==> config.mk <==
export PLATFORM = sky130hd
export DESIGN_NAME = periph_subsystem
export DESIGN_NICKNAME = d
export VERILOG_FILES = /design/src/hdl/soc_pkg.sv /design/src/hdl/apb_if.sv /design/src/hdl/addr_decode.sv /design/src/hdl/boot_rom.sv /design/src/hdl/clint_timer.sv /design/src/hdl/mbox_doorbell.sv /design/src/hdl/resp_mux.sv /design/src/hdl/periph_subsystem.sv
export SDC_FILE = /design/constraint.sdc
export NUM_CORES = 1
export LEC_CHECK = 0
export ABC_CLOCK_PERIOD_IN_PS = 4300
export CELL_PAD_IN_SITES_DETAIL_PLACEMENT = 1
export CELL_PAD_IN_SITES_GLOBAL_PLACEMENT = 2
export CORE_UTILIZATION = 40
export CTS_CLUSTER_DIAMETER = 200
export DETAILED_ROUTE_END_ITERATION = 10
export DONT_BUFFER_PORTS = 1
export PLACE_DENSITY = 0.89
export SETUP_SLACK_MARGIN = 0.4
export SYNTH_ARGS = -nofsm -noshare
export SYNTH_HDL_FRONTEND = slang
export SYNTH_SLANG_ARGS = --single-unit
==> constraint.sdc <==
create_clock -name clk_i -period 4.3 [get_ports clk_i]
set_input_delay 0.43 -clock clk_i [delete_from_list [all_inputs] [get_ports clk_i]]
set_output_delay 0.43 -clock clk_i [all_outputs]
set_load 0.02 [all_outputs]
==> src/hdl/soc_pkg.sv <==
// ------------------------------------------------
// shared definitions for the peripheral subsystem
// address map, register offsets, widths and the
// debug gate delay, imported by every RTL block
// ------------------------------------------------

package soc_pkg;

  localparam int unsigned ADDR_WIDTH = 32;
  localparam int unsigned DATA_WIDTH = 32;

  typedef logic [ADDR_WIDTH-1:0] addr_t;
  typedef logic [DATA_WIDTH-1:0] data_t;

  // target index, NONE marks an unmapped address
  typedef enum logic [1:0] {
    ROM   = 2'd0,
    CLINT = 2'd1,
    MBOX  = 2'd2,
    NONE  = 2'd3
  } periph_idx_e;

  // end address is excluded
  typedef struct packed {
    addr_t start_addr;
    addr_t end_addr;
  } addr_rule_t;

  // -----------------------------------------------
  // address map, indexed by periph_idx_e
  // -----------------------------------------------
  localparam addr_rule_t ADDR_MAP [3] = '{
    '{start_addr: 32'h0001_0000, end_addr: 32'h0001_1000},
    '{start_addr: 32'h0200_0000, end_addr: 32'h020C_0000},
    '{start_addr: 32'h1040_0000, end_addr: 32'h1040_1000}
  };

  // boot table: word i = {ROM_SIG, i}
  localparam int unsigned ROM_WORDS = 16;
  localparam int unsigned ROM_IDX_W = $clog2(ROM_WORDS);
  localparam logic [15:0] ROM_SIG   = 16'hB007;

  // -----------------------------------------------
  // register offsets inside each region
  // -----------------------------------------------
  localparam addr_t CLINT_MSIP_OFS        = 32'h0000_0000;
  localparam addr_t CLINT_MTIMECMP_LO_OFS = 32'h0000_4000;
  localparam addr_t CLINT_MTIMECMP_HI_OFS = 32'h0000_4004;
  localparam addr_t CLINT_MTIME_LO_OFS    = 32'h0000_BFF8;
  localparam addr_t CLINT_MTIME_HI_OFS    = 32'h0000_BFFC;

  localparam addr_t       MBOX_DOORBELL_OFS   = 32'h0000_0000;
  localparam addr_t       MBOX_COMPLETION_OFS = 32'h0000_0004;
  localparam addr_t       MBOX_PAYLOAD_OFS    = 32'h0000_0010;
  localparam int unsigned MBOX_PAYLOAD_WORDS  = 4;
  localparam int unsigned MBOX_IDX_W          = $clog2(MBOX_PAYLOAD_WORDS);

  // debug requests held off this many cycles after reset
  localparam int unsigned DEBUG_DELAY_CYCLES = 20;
  localparam int unsigned DEBUG_CNT_W        = $clog2(DEBUG_DELAY_CYCLES + 1);

endpackage

==> src/hdl/apb_if.sv <==
// ------------------------------------------------
// APB bus bundle between decoder, targets and mux
// master drives the request, slave the response
// ------------------------------------------------

`timescale 1ns/1ns

interface apb_if;
  import soc_pkg::*;

  addr_t paddr;
  logic  psel;
  logic  penable;
  logic  pwrite;
  data_t pwdata;
  data_t prdata;
  logic  pready;
  logic  pslverr;

  modport master (
    output paddr, psel, penable, pwrite, pwdata,
    input  prdata, pready, pslverr
  );

  modport slave (
    input  paddr, psel, penable, pwrite, pwdata,
    output prdata, pready, pslverr
  );

endinterface

==> src/hdl/addr_decode.sv <==
// ------------------------------------------------
// address decode stage, purely combinational
// matches paddr against ADDR_MAP, forwards the
// region offset and selects one target
// ------------------------------------------------

`timescale 1ns/1ns

module addr_decode (
  apb_if.slave               tgt_bus,
  apb_if.master              rom_bus,
  apb_if.master              clint_bus,
  apb_if.master              mbox_bus,
  output soc_pkg::periph_idx_e sel_o
);
  import soc_pkg::*;

  addr_t offset;

  function automatic logic in_rule(addr_t addr, addr_rule_t rule);
    return (addr >= rule.start_addr) && (addr < rule.end_addr);
  endfunction

  // first matching rule wins, the regions do not overlap anyway
  always_comb begin
    sel_o  = NONE;
    offset = '0;
    if (in_rule(tgt_bus.paddr, ADDR_MAP[ROM])) begin
      sel_o  = ROM;
      offset = tgt_bus.paddr - ADDR_MAP[ROM].start_addr;
    end else if (in_rule(tgt_bus.paddr, ADDR_MAP[CLINT])) begin
      sel_o  = CLINT;
      offset = tgt_bus.paddr - ADDR_MAP[CLINT].start_addr;
    end else if (in_rule(tgt_bus.paddr, ADDR_MAP[MBOX])) begin
      sel_o  = MBOX;
      offset = tgt_bus.paddr - ADDR_MAP[MBOX].start_addr;
    end
  end

  // psel only toward the hit, other request fields shared
  assign rom_bus.psel   = tgt_bus.psel && (sel_o == ROM);
  assign clint_bus.psel = tgt_bus.psel && (sel_o == CLINT);
  assign mbox_bus.psel  = tgt_bus.psel && (sel_o == MBOX);

  assign rom_bus.paddr   = offset;
  assign clint_bus.paddr = offset;
  assign mbox_bus.paddr  = offset;

  assign rom_bus.penable   = tgt_bus.penable;
  assign clint_bus.penable = tgt_bus.penable;
  assign mbox_bus.penable  = tgt_bus.penable;

  assign rom_bus.pwrite   = tgt_bus.pwrite;
  assign clint_bus.pwrite = tgt_bus.pwrite;
  assign mbox_bus.pwrite  = tgt_bus.pwrite;

  assign rom_bus.pwdata   = tgt_bus.pwdata;
  assign clint_bus.pwdata = tgt_bus.pwdata;
  assign mbox_bus.pwdata  = tgt_bus.pwdata;

endmodule

==> src/hdl/boot_rom.sv <==
// ------------------------------------------------
// boot table behind APB, one wait state
// word captured on the first access cycle, pready
// raised on the second
// ------------------------------------------------

`timescale 1ns/1ns

module boot_rom (
  input  logic clk_i,
  input  logic ndmreset_n,
  apb_if.slave bus
);
  import soc_pkg::*;

  data_t rom_tbl [ROM_WORDS];
  data_t word_q;
  logic  err_q;
  logic  rd_valid_q;
  logic  access;
  logic  bad_req;

  for (genvar i = 0; i < ROM_WORDS; i++) begin : g_tbl
    assign rom_tbl[i] = {ROM_SIG, 16'(i)};
  end

  assign access  = bus.psel && bus.penable;
  // writes and anything past the table are refused
  assign bad_req = bus.pwrite || (bus.paddr >= addr_t'(ROM_WORDS * 4));

  always_ff @(posedge clk_i or negedge ndmreset_n) begin
    if (!ndmreset_n) begin
      rd_valid_q <= 1'b0;
      err_q      <= 1'b0;
    end else begin
      rd_valid_q <= access && !rd_valid_q;
      if (access && !rd_valid_q) begin
        err_q <= bad_req;
      end
    end
  end

  always_ff @(posedge clk_i) begin
    if (access && !rd_valid_q) begin
      word_q <= bad_req ? '0 : rom_tbl[bus.paddr[ROM_IDX_W+1:2]];
    end
  end

  assign bus.prdata  = word_q;
  assign bus.pready  = access && rd_valid_q;
  assign bus.pslverr = access && rd_valid_q && err_q;

endmodule

==> src/hdl/clint_timer.sv <==
// ------------------------------------------------
// core-local interruptor: msip, mtimecmp, mtime
// mtime advances on every second rising edge of
// the synchronized rtc input
// ------------------------------------------------

`timescale 1ns/1ns

module clint_timer (
  input  logic clk_i,
  input  logic ndmreset_n,
  input  logic rtc_i,
  apb_if.slave bus,
  output logic timer_irq_o,
  output logic ipi_o
);
  import soc_pkg::*;

  logic [1:0]              rtc_sync_q;
  logic                    rtc_last_q;
  logic                    rtc_half_q;
  logic                    rtc_rise;
  logic                    tick;
  logic [2*DATA_WIDTH-1:0] mtime_q;
  logic [2*DATA_WIDTH-1:0] mtimecmp_q;
  logic                    msip_q;
  logic                    access;
  logic                    wr_en;
  logic                    reg_hit;

  // ------------------------------------------------
  // rtc synchronizer and divide by two
  // ------------------------------------------------
  assign rtc_rise = rtc_sync_q[1] && !rtc_last_q;
  assign tick     = rtc_rise && rtc_half_q;

  always_ff @(posedge clk_i or negedge ndmreset_n) begin
    if (!ndmreset_n) begin
      rtc_sync_q <= '0;
      rtc_last_q <= 1'b0;
      rtc_half_q <= 1'b0;
    end else begin
      rtc_sync_q <= {rtc_sync_q[0], rtc_i};
      rtc_last_q <= rtc_sync_q[1];
      if (rtc_rise) begin
        rtc_half_q <= !rtc_half_q;
      end
    end
  end

  // ------------------------------------------------
  // register file
  // ------------------------------------------------
  assign access = bus.psel && bus.penable;
  assign wr_en  = access && bus.pwrite && reg_hit;

  always_ff @(posedge clk_i or negedge ndmreset_n) begin
    if (!ndmreset_n) begin
      msip_q     <= 1'b0;
      mtimecmp_q <= '1;
      mtime_q    <= '0;
    end else begin
      if (wr_en && bus.paddr == CLINT_MSIP_OFS) begin
        msip_q <= bus.pwdata[0];
      end
      if (wr_en && bus.paddr == CLINT_MTIMECMP_LO_OFS) begin
        mtimecmp_q[DATA_WIDTH-1:0] <= bus.pwdata;
      end
      if (wr_en && bus.paddr == CLINT_MTIMECMP_HI_OFS) begin
        mtimecmp_q[2*DATA_WIDTH-1:DATA_WIDTH] <= bus.pwdata;
      end
      // a software write to mtime beats the tick
      if (wr_en && bus.paddr == CLINT_MTIME_LO_OFS) begin
        mtime_q[DATA_WIDTH-1:0] <= bus.pwdata;
      end else if (wr_en && bus.paddr == CLINT_MTIME_HI_OFS) begin
        mtime_q[2*DATA_WIDTH-1:DATA_WIDTH] <= bus.pwdata;
      end else if (tick) begin
        mtime_q <= mtime_q + 1'b1;
      end
    end
  end

  always_comb begin
    reg_hit    = 1'b1;
    bus.prdata = '0;
    case (bus.paddr)
      CLINT_MSIP_OFS:        bus.prdata = {{(DATA_WIDTH-1){1'b0}}, msip_q};
      CLINT_MTIMECMP_LO_OFS: bus.prdata = mtimecmp_q[DATA_WIDTH-1:0];
      CLINT_MTIMECMP_HI_OFS: bus.prdata = mtimecmp_q[2*DATA_WIDTH-1:DATA_WIDTH];
      CLINT_MTIME_LO_OFS:    bus.prdata = mtime_q[DATA_WIDTH-1:0];
      CLINT_MTIME_HI_OFS:    bus.prdata = mtime_q[2*DATA_WIDTH-1:DATA_WIDTH];
      default:               reg_hit    = 1'b0;
    endcase
  end

  assign bus.pready  = access;
  assign bus.pslverr = access && !reg_hit;

  assign timer_irq_o = (mtime_q >= mtimecmp_q);
  assign ipi_o       = msip_q;

endmodule

==> src/hdl/mbox_doorbell.sv <==
// ------------------------------------------------
// mailbox: doorbell and completion flags plus
// four payload words, zero-wait APB access
// ------------------------------------------------

`timescale 1ns/1ns

module mbox_doorbell (
  input  logic clk_i,
  input  logic ndmreset_n,
  apb_if.slave bus,
  output logic doorbell_irq_o,
  output logic completion_irq_o
);
  import soc_pkg::*;

  data_t                 payload_q [MBOX_PAYLOAD_WORDS];
  logic                  doorbell_q;
  logic                  completion_q;
  logic                  access;
  logic                  pay_hit;
  logic                  reg_hit;
  addr_t                 pay_ofs;
  logic [MBOX_IDX_W-1:0] pay_idx;

  assign access  = bus.psel && bus.penable;
  assign pay_ofs = bus.paddr - MBOX_PAYLOAD_OFS;
  assign pay_idx = pay_ofs[MBOX_IDX_W+1:2];
  // word aligned and inside the payload window
  assign pay_hit = (bus.paddr >= MBOX_PAYLOAD_OFS)
                && (pay_ofs < addr_t'(MBOX_PAYLOAD_WORDS * 4))
                && (bus.paddr[1:0] == 2'b00);
  assign reg_hit = pay_hit || (bus.paddr == MBOX_DOORBELL_OFS)
                || (bus.paddr == MBOX_COMPLETION_OFS);

  always_ff @(posedge clk_i or negedge ndmreset_n) begin
    if (!ndmreset_n) begin
      doorbell_q   <= 1'b0;
      completion_q <= 1'b0;
    end else if (access && bus.pwrite) begin
      if (bus.paddr == MBOX_DOORBELL_OFS) begin
        doorbell_q <= bus.pwdata[0];
      end
      if (bus.paddr == MBOX_COMPLETION_OFS) begin
        completion_q <= bus.pwdata[0];
      end
    end
  end

  always_ff @(posedge clk_i) begin
    if (access && bus.pwrite && pay_hit) begin
      payload_q[pay_idx] <= bus.pwdata;
    end
  end

  always_comb begin
    bus.prdata = '0;
    if (pay_hit) begin
      bus.prdata = payload_q[pay_idx];
    end else if (bus.paddr == MBOX_DOORBELL_OFS) begin
      bus.prdata = {{(DATA_WIDTH-1){1'b0}}, doorbell_q};
    end else if (bus.paddr == MBOX_COMPLETION_OFS) begin
      bus.prdata = {{(DATA_WIDTH-1){1'b0}}, completion_q};
    end
  end

  assign bus.pready  = access;
  assign bus.pslverr = access && !reg_hit;

  assign doorbell_irq_o   = doorbell_q;
  assign completion_irq_o = completion_q;

endmodule

==> src/hdl/resp_mux.sv <==
// ------------------------------------------------
// response stage, combinational
// returns the selected target's answer, errors an
// unmapped access in its first access cycle
// ------------------------------------------------

`timescale 1ns/1ns

module resp_mux (
  input  soc_pkg::periph_idx_e sel_i,
  apb_if.slave                 rom_bus,
  apb_if.slave                 clint_bus,
  apb_if.slave                 mbox_bus,
  output soc_pkg::data_t       prdata_o,
  output logic                 pready_o,
  output logic                 pslverr_o,
  input  logic                 psel_i,
  input  logic                 penable_i
);
  import soc_pkg::*;

  logic access;

  assign access = psel_i && penable_i;

  // only the response half of each bus is read here
  always_comb begin
    prdata_o  = '0;
    pready_o  = 1'b0;
    pslverr_o = 1'b0;
    if (access) begin
      case (sel_i)
        ROM: begin
          prdata_o  = rom_bus.prdata;
          pready_o  = rom_bus.pready;
          pslverr_o = rom_bus.pslverr;
        end
        CLINT: begin
          prdata_o  = clint_bus.prdata;
          pready_o  = clint_bus.pready;
          pslverr_o = clint_bus.pslverr;
        end
        MBOX: begin
          prdata_o  = mbox_bus.prdata;
          pready_o  = mbox_bus.pready;
          pslverr_o = mbox_bus.pslverr;
        end
        default: begin
          pready_o  = 1'b1;
          pslverr_o = 1'b1;
        end
      endcase
    end
  end

endmodule

==> src/hdl/periph_subsystem.sv <==
// ------------------------------------------------
// peripheral subsystem top: one APB slave port in
// front of boot ROM, CLINT and mailbox, plus the
// gate that blocks debug requests after reset
// ------------------------------------------------

`timescale 1ns/1ns

module periph_subsystem (
  input  logic           clk_i,
  input  logic           ndmreset_n,
  input  logic           rtc_i,
  input  soc_pkg::addr_t paddr_i,
  input  logic           psel_i,
  input  logic           penable_i,
  input  logic           pwrite_i,
  input  soc_pkg::data_t pwdata_i,
  output soc_pkg::data_t prdata_o,
  output logic           pready_o,
  output logic           pslverr_o,
  input  logic           debug_req_i,
  output logic           debug_req_o,
  output logic           timer_irq_o,
  output logic           ipi_o,
  output logic           doorbell_irq_o,
  output logic           completion_irq_o
);
  import soc_pkg::*;

  periph_idx_e            sel;
  logic [DEBUG_CNT_W-1:0] dbg_cnt_q;

  apb_if up_bus ();
  apb_if rom_bus ();
  apb_if clint_bus ();
  apb_if mbox_bus ();

  // ------------------------------------------------
  // bus tree
  // ------------------------------------------------
  assign up_bus.paddr   = paddr_i;
  assign up_bus.psel    = psel_i;
  assign up_bus.penable = penable_i;
  assign up_bus.pwrite  = pwrite_i;
  assign up_bus.pwdata  = pwdata_i;

  addr_decode i_addr_decode (
    .tgt_bus   ( up_bus    ),
    .rom_bus   ( rom_bus   ),
    .clint_bus ( clint_bus ),
    .mbox_bus  ( mbox_bus  ),
    .sel_o     ( sel       )
  );

  boot_rom i_boot_rom (
    .clk_i      ( clk_i      ),
    .ndmreset_n ( ndmreset_n ),
    .bus        ( rom_bus    )
  );

  clint_timer i_clint_timer (
    .clk_i       ( clk_i       ),
    .ndmreset_n  ( ndmreset_n  ),
    .rtc_i       ( rtc_i       ),
    .bus         ( clint_bus   ),
    .timer_irq_o ( timer_irq_o ),
    .ipi_o       ( ipi_o       )
  );

  mbox_doorbell i_mbox_doorbell (
    .clk_i            ( clk_i            ),
    .ndmreset_n       ( ndmreset_n       ),
    .bus              ( mbox_bus         ),
    .doorbell_irq_o   ( doorbell_irq_o   ),
    .completion_irq_o ( completion_irq_o )
  );

  // the mux closes the upstream bus by driving its response half
  resp_mux i_resp_mux (
    .sel_i     ( sel            ),
    .rom_bus   ( rom_bus        ),
    .clint_bus ( clint_bus      ),
    .mbox_bus  ( mbox_bus       ),
    .prdata_o  ( up_bus.prdata  ),
    .pready_o  ( up_bus.pready  ),
    .pslverr_o ( up_bus.pslverr ),
    .psel_i    ( psel_i         ),
    .penable_i ( penable_i      )
  );

  assign prdata_o  = up_bus.prdata;
  assign pready_o  = up_bus.pready;
  assign pslverr_o = up_bus.pslverr;

  // ------------------------------------------------
  // debug request gate
  // ------------------------------------------------
  // gives the core time to run boot code before a halt
  always_ff @(posedge clk_i or negedge ndmreset_n) begin
    if (!ndmreset_n) begin
      dbg_cnt_q <= DEBUG_CNT_W'(DEBUG_DELAY_CYCLES);
    end else if (dbg_cnt_q != '0) begin
      dbg_cnt_q <= dbg_cnt_q - 1'b1;
    end
  end

  assign debug_req_o = (dbg_cnt_q == '0) && debug_req_i;

endmodule

* Yosys cells after proc, flatten, opt, wreduce, memory -nomap -nowiden *
Memories as Yosys holds them, arrays and structs flattened. A register that Yosys moved wholly into a read port is not among the register bits.
Index checks and enable logic that the tools add are counted.

word-level totals
  ROM bits = 512
  output and inout bits = 39
  memory bits (writable) = 128
  register bits = 142
  input bits = 71
  memories = 2
  logic and storage cells = 113
  bits in latches = 0

operators by class
  equal/unequal tests = 8
  multipliers = 0
  $add $sub $neg = 6
  magnitude comparators = 10
  divide/modulo/power cells = 0
  mux-type cells = 23
  shift-type cells = 0
  bitwise operators = 2
  reductions and logical operators = 49

memory list
  memory                     words  width  rd ports  clocked after memory_dff  write ports  line                 RTL
  (name not given)           16     32     1         1                         0            boot_rom.sv:45       word_q <= bad_req ? '0 : rom_tbl[bus.paddr[ROM_IDX_W+1:2]];
  i_mbox_doorbell.payload_q  4      32     1         0                         1            mbox_doorbell.sv:17  data_t payload_q [MBOX_PAYLOAD_WORDS];

operators by type and width
  operator                                                                        number
  32-bit two-way mux                                                              9
  32-bit case mux with 5 select lines                                             1
  32-bit case mux with 3 select lines                                             1
  64-bit by 1-bit adder with 64-bit output, second input constant                 1
  32-bit by 15-bit == test with 1-bit output, second input constant               2
  32-bit by 16-bit == test with 1-bit output, second input constant               2
  64-bit >= comparator                                                            1
  64-bit two-way mux                                                              1
  32-bit by 3-bit == test with 1-bit output, second input constant                1
  32-bit by 17-bit >= comparator with 1-bit output, second input constant         1
  32-bit by 26-bit >= comparator with 1-bit output, second input constant         1
  32-bit by 29-bit >= comparator with 1-bit output, second input constant         1
  32-bit by 5-bit >= comparator with 1-bit output, second input constant          1
  32-bit by 7-bit >= comparator with 1-bit output, second input constant          1
  32-bit zero test                                                                1
  32-bit by 17-bit less-than comparator with 1-bit output, second input constant  1
  32-bit by 26-bit less-than comparator with 1-bit output, second input constant  1
  32-bit by 29-bit less-than comparator with 1-bit output, second input constant  1
  32-bit by 5-bit less-than comparator with 1-bit output, second input constant   1
  32-bit by 17-bit subtractor with 32-bit output, second input constant           1
  32-bit by 26-bit subtractor with 32-bit output, second input constant           1
  32-bit by 29-bit subtractor with 32-bit output, second input constant           1
  32-bit by 5-bit subtractor with 32-bit output, second input constant            1
  1-bit logical AND                                                               29
  17 further kinds                                                                36

* Longest topological paths before layout *
  word-level depth = 15
  depth in mapped cells = 15
  depth with buffers taken out = 11

* Worst setup path before layout *
Ideal clock, no wire load.

  kind = input-to-reg
  from = in paddr_i[23]
  to = mem i_mbox_doorbell.payload_q[1][0] (netlist name) (enable)
  path slack = -2.081 ns
  arrival = 5.879 ns
  buffers on the path = 1
  cell stages on the path = 12
  library setup time = 0.501 ns
  data required time = 3.799 ns
  cells stage by stage = inv_1 ha_1 clkbuf_2 nor2b_1 o21ai_0 or4_1 o211ai_1 o21a_1 o21ai_0 a211oi_1 nand3_1 nor4_1

on the way
  word-level cells in the longest chain between the ends = 12
  elaborated cells between the ends (all ways) = 31
  those cells by class = 4 x add/sub; 8 x order compare; 1 x eq/ne; 8 x mux; 10 x reduce/logical

ends and longest elaborated chain
  element                                                                                                                      line                                      RTL
  start, declared                                                                                                              periph_subsystem.sv:13                    input soc_pkg::addr_t paddr_i,
  32-bit by 29-bit >= comparator with 1-bit output or 32-bit by 29-bit less-than comparator with 1-bit output (tied branches)  addr_decode.sv:21                         return (addr >= rule.start_addr) && (addr < rule.end_addr);
  1-bit logical AND                                                                                                            addr_decode.sv:21
  32-bit two-way mux or 1-bit two-way mux (tied branches)                                                                      addr_decode.sv:34                         end else if (in_rule(tgt_bus.paddr, ADDR_MAP[MBOX])) begin
  32-bit two-way mux or 2-bit two-way mux (tied branches)                                                                      addr_decode.sv:31                         end else if (in_rule(tgt_bus.paddr, ADDR_MAP[CLINT])) begin
  32-bit two-way mux or 2-bit two-way mux (tied branches)                                                                      addr_decode.sv:28                         if (in_rule(tgt_bus.paddr, ADDR_MAP[ROM])) begin
  32-bit by 5-bit subtractor with 32-bit output or 2-bit == test (tied branches)                                               mbox_doorbell.sv:27, addr_decode.sv:43
  32-bit by 5-bit less-than comparator with 1-bit output or 1-bit logical AND (tied branches)                                  mbox_doorbell.sv:31, addr_decode.sv:43
  1-bit logical AND (on tied branches)                                                                                         mbox_doorbell.sv:31, mbox_doorbell.sv:26
  1-bit logical AND (on tied branches)                                                                                         mbox_doorbell.sv:32, mbox_doorbell.sv:51
  1-bit logical AND                                                                                                            mbox_doorbell.sv:51                       if (access && bus.pwrite && pay_hit) begin
  1-bit two-way mux                                                                                                            mbox_doorbell.sv:51
  1-bit two-way mux (not written as such)                                                                                      mbox_doorbell.sv:52                       payload_q[pay_idx] <= bus.pwdata;
  end, declared                                                                                                                mbox_doorbell.sv:17

Parallel ways exist; a longest one is shown, timed or not.

* Worst setup path in the final report *
  from = in paddr_i[17]
  to = out prdata_o[17]

on the way
  word-level cells in the longest chain between the ends = 12
  elaborated cells between the ends (all ways) = 37
  those cells by class = 4 x add/sub; 8 x order compare; 6 x eq/ne; 10 x mux; 8 x reduce/logical; 1 x memory

ends and longest elaborated chain
  element                                                                                                                      line                    RTL
  32-bit by 29-bit >= comparator with 1-bit output or 32-bit by 29-bit less-than comparator with 1-bit output (tied branches)  addr_decode.sv:21
  1-bit logical AND                                                                                                            addr_decode.sv:21
  32-bit two-way mux                                                                                                           addr_decode.sv:34
  32-bit two-way mux                                                                                                           addr_decode.sv:31
  32-bit two-way mux                                                                                                           addr_decode.sv:28
  32-bit by 5-bit subtractor with 32-bit output                                                                                mbox_doorbell.sv:27     assign pay_ofs = bus.paddr - MBOX_PAYLOAD_OFS;
  32-bit by 5-bit less-than comparator with 1-bit output                                                                       mbox_doorbell.sv:31     && (pay_ofs < addr_t'(MBOX_PAYLOAD_WORDS * 4))
  1-bit logical AND                                                                                                            mbox_doorbell.sv:31
  1-bit logical AND                                                                                                            mbox_doorbell.sv:32     && (bus.paddr[1:0] == 2'b00);
  32-bit two-way mux                                                                                                           mbox_doorbell.sv:58     if (pay_hit) begin
  32-bit case mux with 3 select lines *                                                                                        resp_mux.sv:32          case (sel_i)
  32-bit two-way mux *                                                                                                         resp_mux.sv:31          if (access) begin
  end, declared                                                                                                                periph_subsystem.sv:18  output soc_pkg::data_t prdata_o,

Every way passes the cells marked *; elsewhere a longest branch is shown, timed or not.

==> impl_metrics.json <==
{
  "yosys-top-cells-area": "edfxtp_1 25%, dfrtp_1 12%, dfstp_2 11%",
  "vias_per_cell": 6.24,
  "hold_viol": 0,
  "power_mw": 6.47,
  "finalNonFillerCells": 2246,
  "crit_fanout": 32,
  "cap_violations": 0,
  "cpLargestDelayFamily": "compound AO/OA/AOI/OAI gates",
  "nFillCells": 4338,
  "internal_power_mw": 4.89,
  "io_buffer_count": 0,
  "slew_viol_final": 0,
  "finalSetupViolations": 0,
  "worst-path-buf-inv": 4,
  "rrSetupSlack_ns": 0.72,
  "ys_seq_area_frac": 0.469,
  "crit_chain": "clkinvlp_4, ha_1, nand2_2, nor4_4, nor4_4, a221o_2, and2_4, buf_12, a222oi_1, buf_4, o221ai_2, buf_4",
  "rr_startpoint": "i_clint_timer.mtime_q[9]",
  "yosys_warnings": 0,
  "grt_setup_unrepaired": "no",
  "fmax_mhz": 260,
  "worstSetupEndpointType": "output pin",
  "relSlewSlack": 0.255,
  "worstSetupPathType": "input port to output pin",
  "rr_endpoint": "i_clint_timer.mtime_q[62]",
  "coreArea_sq_um": 39900,
  "p_sw_mw": 1.58,
  "tns_ns": 0,
  "cp.required_ns": 3.87,
  "place_congestion": 0.919,
  "hold_path_class": "input port to flop",
  "h-tree-depth": 2,
  "clk_latency_ns": 0.56,
  "drt_first_pass_iters": 7,
  "worstPathArrival_ns": 3.42,
  "synth.distinct_cells": 80,
  "period_minus_slack_ns": 3.85,
  "cts-root-buf": "clkbuf_16",
  "async_reset_ff_frac": 0.516,
  "rows": 73,
  "cp.depth": 12,
  "synth-main-ff-cell": "edfxtp_1",
  "grt_max_degree": 143,
  "dpl.cell_count": 2134,
  "synth_top_area_frac": 0.246,
  "switching_share": 0.244,
  "grt_overflow": 0,
  "skew_ns": 0.0164,
  "hold_start": "pwdata_i[4]",
  "cts.path.max_buffers": 3,
  "die_h_microns": 204,
  "vdd_drop_max_v": 0.000202,
  "cp-endpoint": "prdata_o[17]",
  "worst_slew_pin_slew_ns": 1.11,
  "min_period_over_period": 0.894,
  "syn-num-nets": 1746,
  "die_area_sq_um": 41500,
  "grt_pass1_wl_microns": 89700,
  "wl_per_cell_microns": 26.2,
  "area_delta_synth_final_pct": 19.3,
  "startpoint_type": "input port",
  "synth-seq-cells": 275,
  "grt_util_all_layers": 0.284,
  "p_leak_nw": 6.95,
  "wl_microns": 58900,
  "drc": 0,
  "syn_area_per_cell_sq_um": 10.1,
  "crit_path_max_incr_delay_ns": 0.70,
  "initial_core_util": 0.407,
  "num_antenna_cells": 0,
  "ios": 110,
  "outcome": "complete, no violations",
  "drtIter0Drc": 1266,
  "fin_nets": 1839,
  "combPwrFrac": 0.081,
  "pre_cts_ws_ns": 0.225,
  "postSynthCellCount": 1602,
  "synth_area_sq_um": 16300,
  "cts_tree": "done",
  "crit_start": "paddr_i[17]",
  "drive_above_1_share": 0.233,
  "antenna_found_initial": 0,
  "p_clk_frac": 0.473,
  "p_per_area_nw_per_um2": 334,
  "synth_area_leader_cell": "edfxtp_1",
  "die_width_microns": 204,
  "num_vias": 14023,
  "fin_ws_ns": 0.455,
  "seq_power_share": 0.447,
  "grt_pass1_vias": 14472,
  "holdWs_ns": 0.0208,
  "drtAntennaViolNets": 0,
  "cts_num_sinks": 275,
  "cp_slowest_cell": "a222oi_1",
  "r2r_cells": 9,
  "clk_pin_slew_ns": 0.06,
  "synth_edf_count": 133,
  "numCtsBuffers": 34,
  "hpwlAfterDp_microns": 39900
}
## metrics by stage
stage	utilization	area, sq um
after floorplan	-	16400
after global placement	0.439	17500
after detailed placement	0.439	17500
after CTS	0.479	19100
after global routing	0.486	19400
final	0.486	19400
## power groups by stage
stage,logic (mW),clock network (mW),registers (mW)
floorplan,0.326,0,2.91
global placement,0.399,0,2.93
detailed placement,0.422,0,2.94
CTS,0.509,3.10,2.89
global route,0.565,3.21,2.90
finish,0.522,3.06,2.89
## cell type report
class / count / area [sq um] / share of cell area
multi-input combinational: 1154 / 8280 / 0.427
sequential: 275 / 7630 / 0.393
timing repair buffer: 140 / 1280 / 0.0660
clock buffer: 46 / 936 / 0.0482
tap: 525 / 657 / 0.0339
inverter: 90 / 348 / 0.0179
clock inverter: 16 / 264 / 0.0136
## flip-flops by register name (all words and copies together) (netlist names), 2 cells and up
name	count
dbg_cnt_q	5
i_boot_rom.bus.prdata	5
i_clint_timer.mtime_q	64
i_clint_timer.mtimecmp_q	64
i_clint_timer.rtc_sync_q	2
i_mbox_doorbell.payload_q	128
## cell usage in the layout (no fill, tap or decap), types with 13 or more instances in the layout
master	instances
a222oi_1	32
a21o_1	30
xnor2_1	32
dfstp_2	66
ha_1	70
dfrtp_1	76
nor4_2	13
mux2i_1	33
clkbuf_16	34
nand3_1	39
nor2_1	184
nand4_1	41
nor3_1	35
a21oi_1	144
nor4_1	15
buf_4	91
dlygate4sd3_1	35
o21ai_0	74
inv_1	85
o22ai_1	33
nand2_1	71
and3_1	19
mux2_2	94
edfxtp_1	133
## worst min path at each step
stage          cells past startpoint                           end
4_1_cts                            2     i_clint_timer.mtime_q[21]
3_3_place_gp                       0     i_clint_timer.mtime_q[13]
3_5_place_dp                       0     i_clint_timer.mtime_q[12]
6_report                           1   i_clint_timer.mtimecmp_q[4]
5_1_grt                            1  i_clint_timer.mtimecmp_q[47]
2_1_floorplan                      0                  dbg_cnt_q[0]
## synthesized netlist by cell type, types with 5 or more instances
cell / n
inv_1: 90
and3_1: 21
xnor2_1: 32
dfrtp_1: 76
o21ai_1: 6
dfstp_2: 66
nor3_1: 37
nor2_1: 186
mux2i_1: 33
o21ai_0: 79
mux2_2: 94
a222oi_1: 32
nor4_2: 11
nor4_1: 23
nand2b_1: 10
a21oi_1: 145
buf_2: 15
clkbuf_1: 59
edfxtp_1: 133
a211oi_1: 9
o31ai_1: 6
o32ai_1: 5
ha_1: 73
a21o_1: 30
nand4_1: 41
nand2_1: 73
nand3_1: 43
and4_1: 11
nor2b_1: 6
o22ai_1: 37
o221ai_1: 11
a31oi_1: 5
and2_1: 11
or3_1: 9
## routing by layer
metal  vias up  wire, microns  track usage
li1       6215              -            -
met1      7230          25800        0.388
met2       490          28000        0.467
met3        88           3780       0.0497
met4         0           1270       0.0704
met5         -              0            0
## what timing repair did
action                                  in CTS  in global routing
endpoints found under the hold margin      274                  0
gates cloned                                 0                  1
hold buffers                                36                  0
endpoints found under the setup margin      17                 34
setup buffers                                1                 12
pin swaps                                    3                 13
gates resized for setup                      7                 33
## cell families after synthesis
| group | share of synthesized area |
|---|---|
| buffers and inverters | 0.0426 |
| adder cells (fa/ha/maj) | 0.0562 |
| flip-flops | 0.469 |
| AND/OR/NAND/NOR | 0.165 |
| AO/OA/AOI/OAI | 0.163 |
| XOR/XNOR | 0.0183 |
| multiplexers | 0.0854 |
Note: power is estimated with default switching activity, not from simulation.
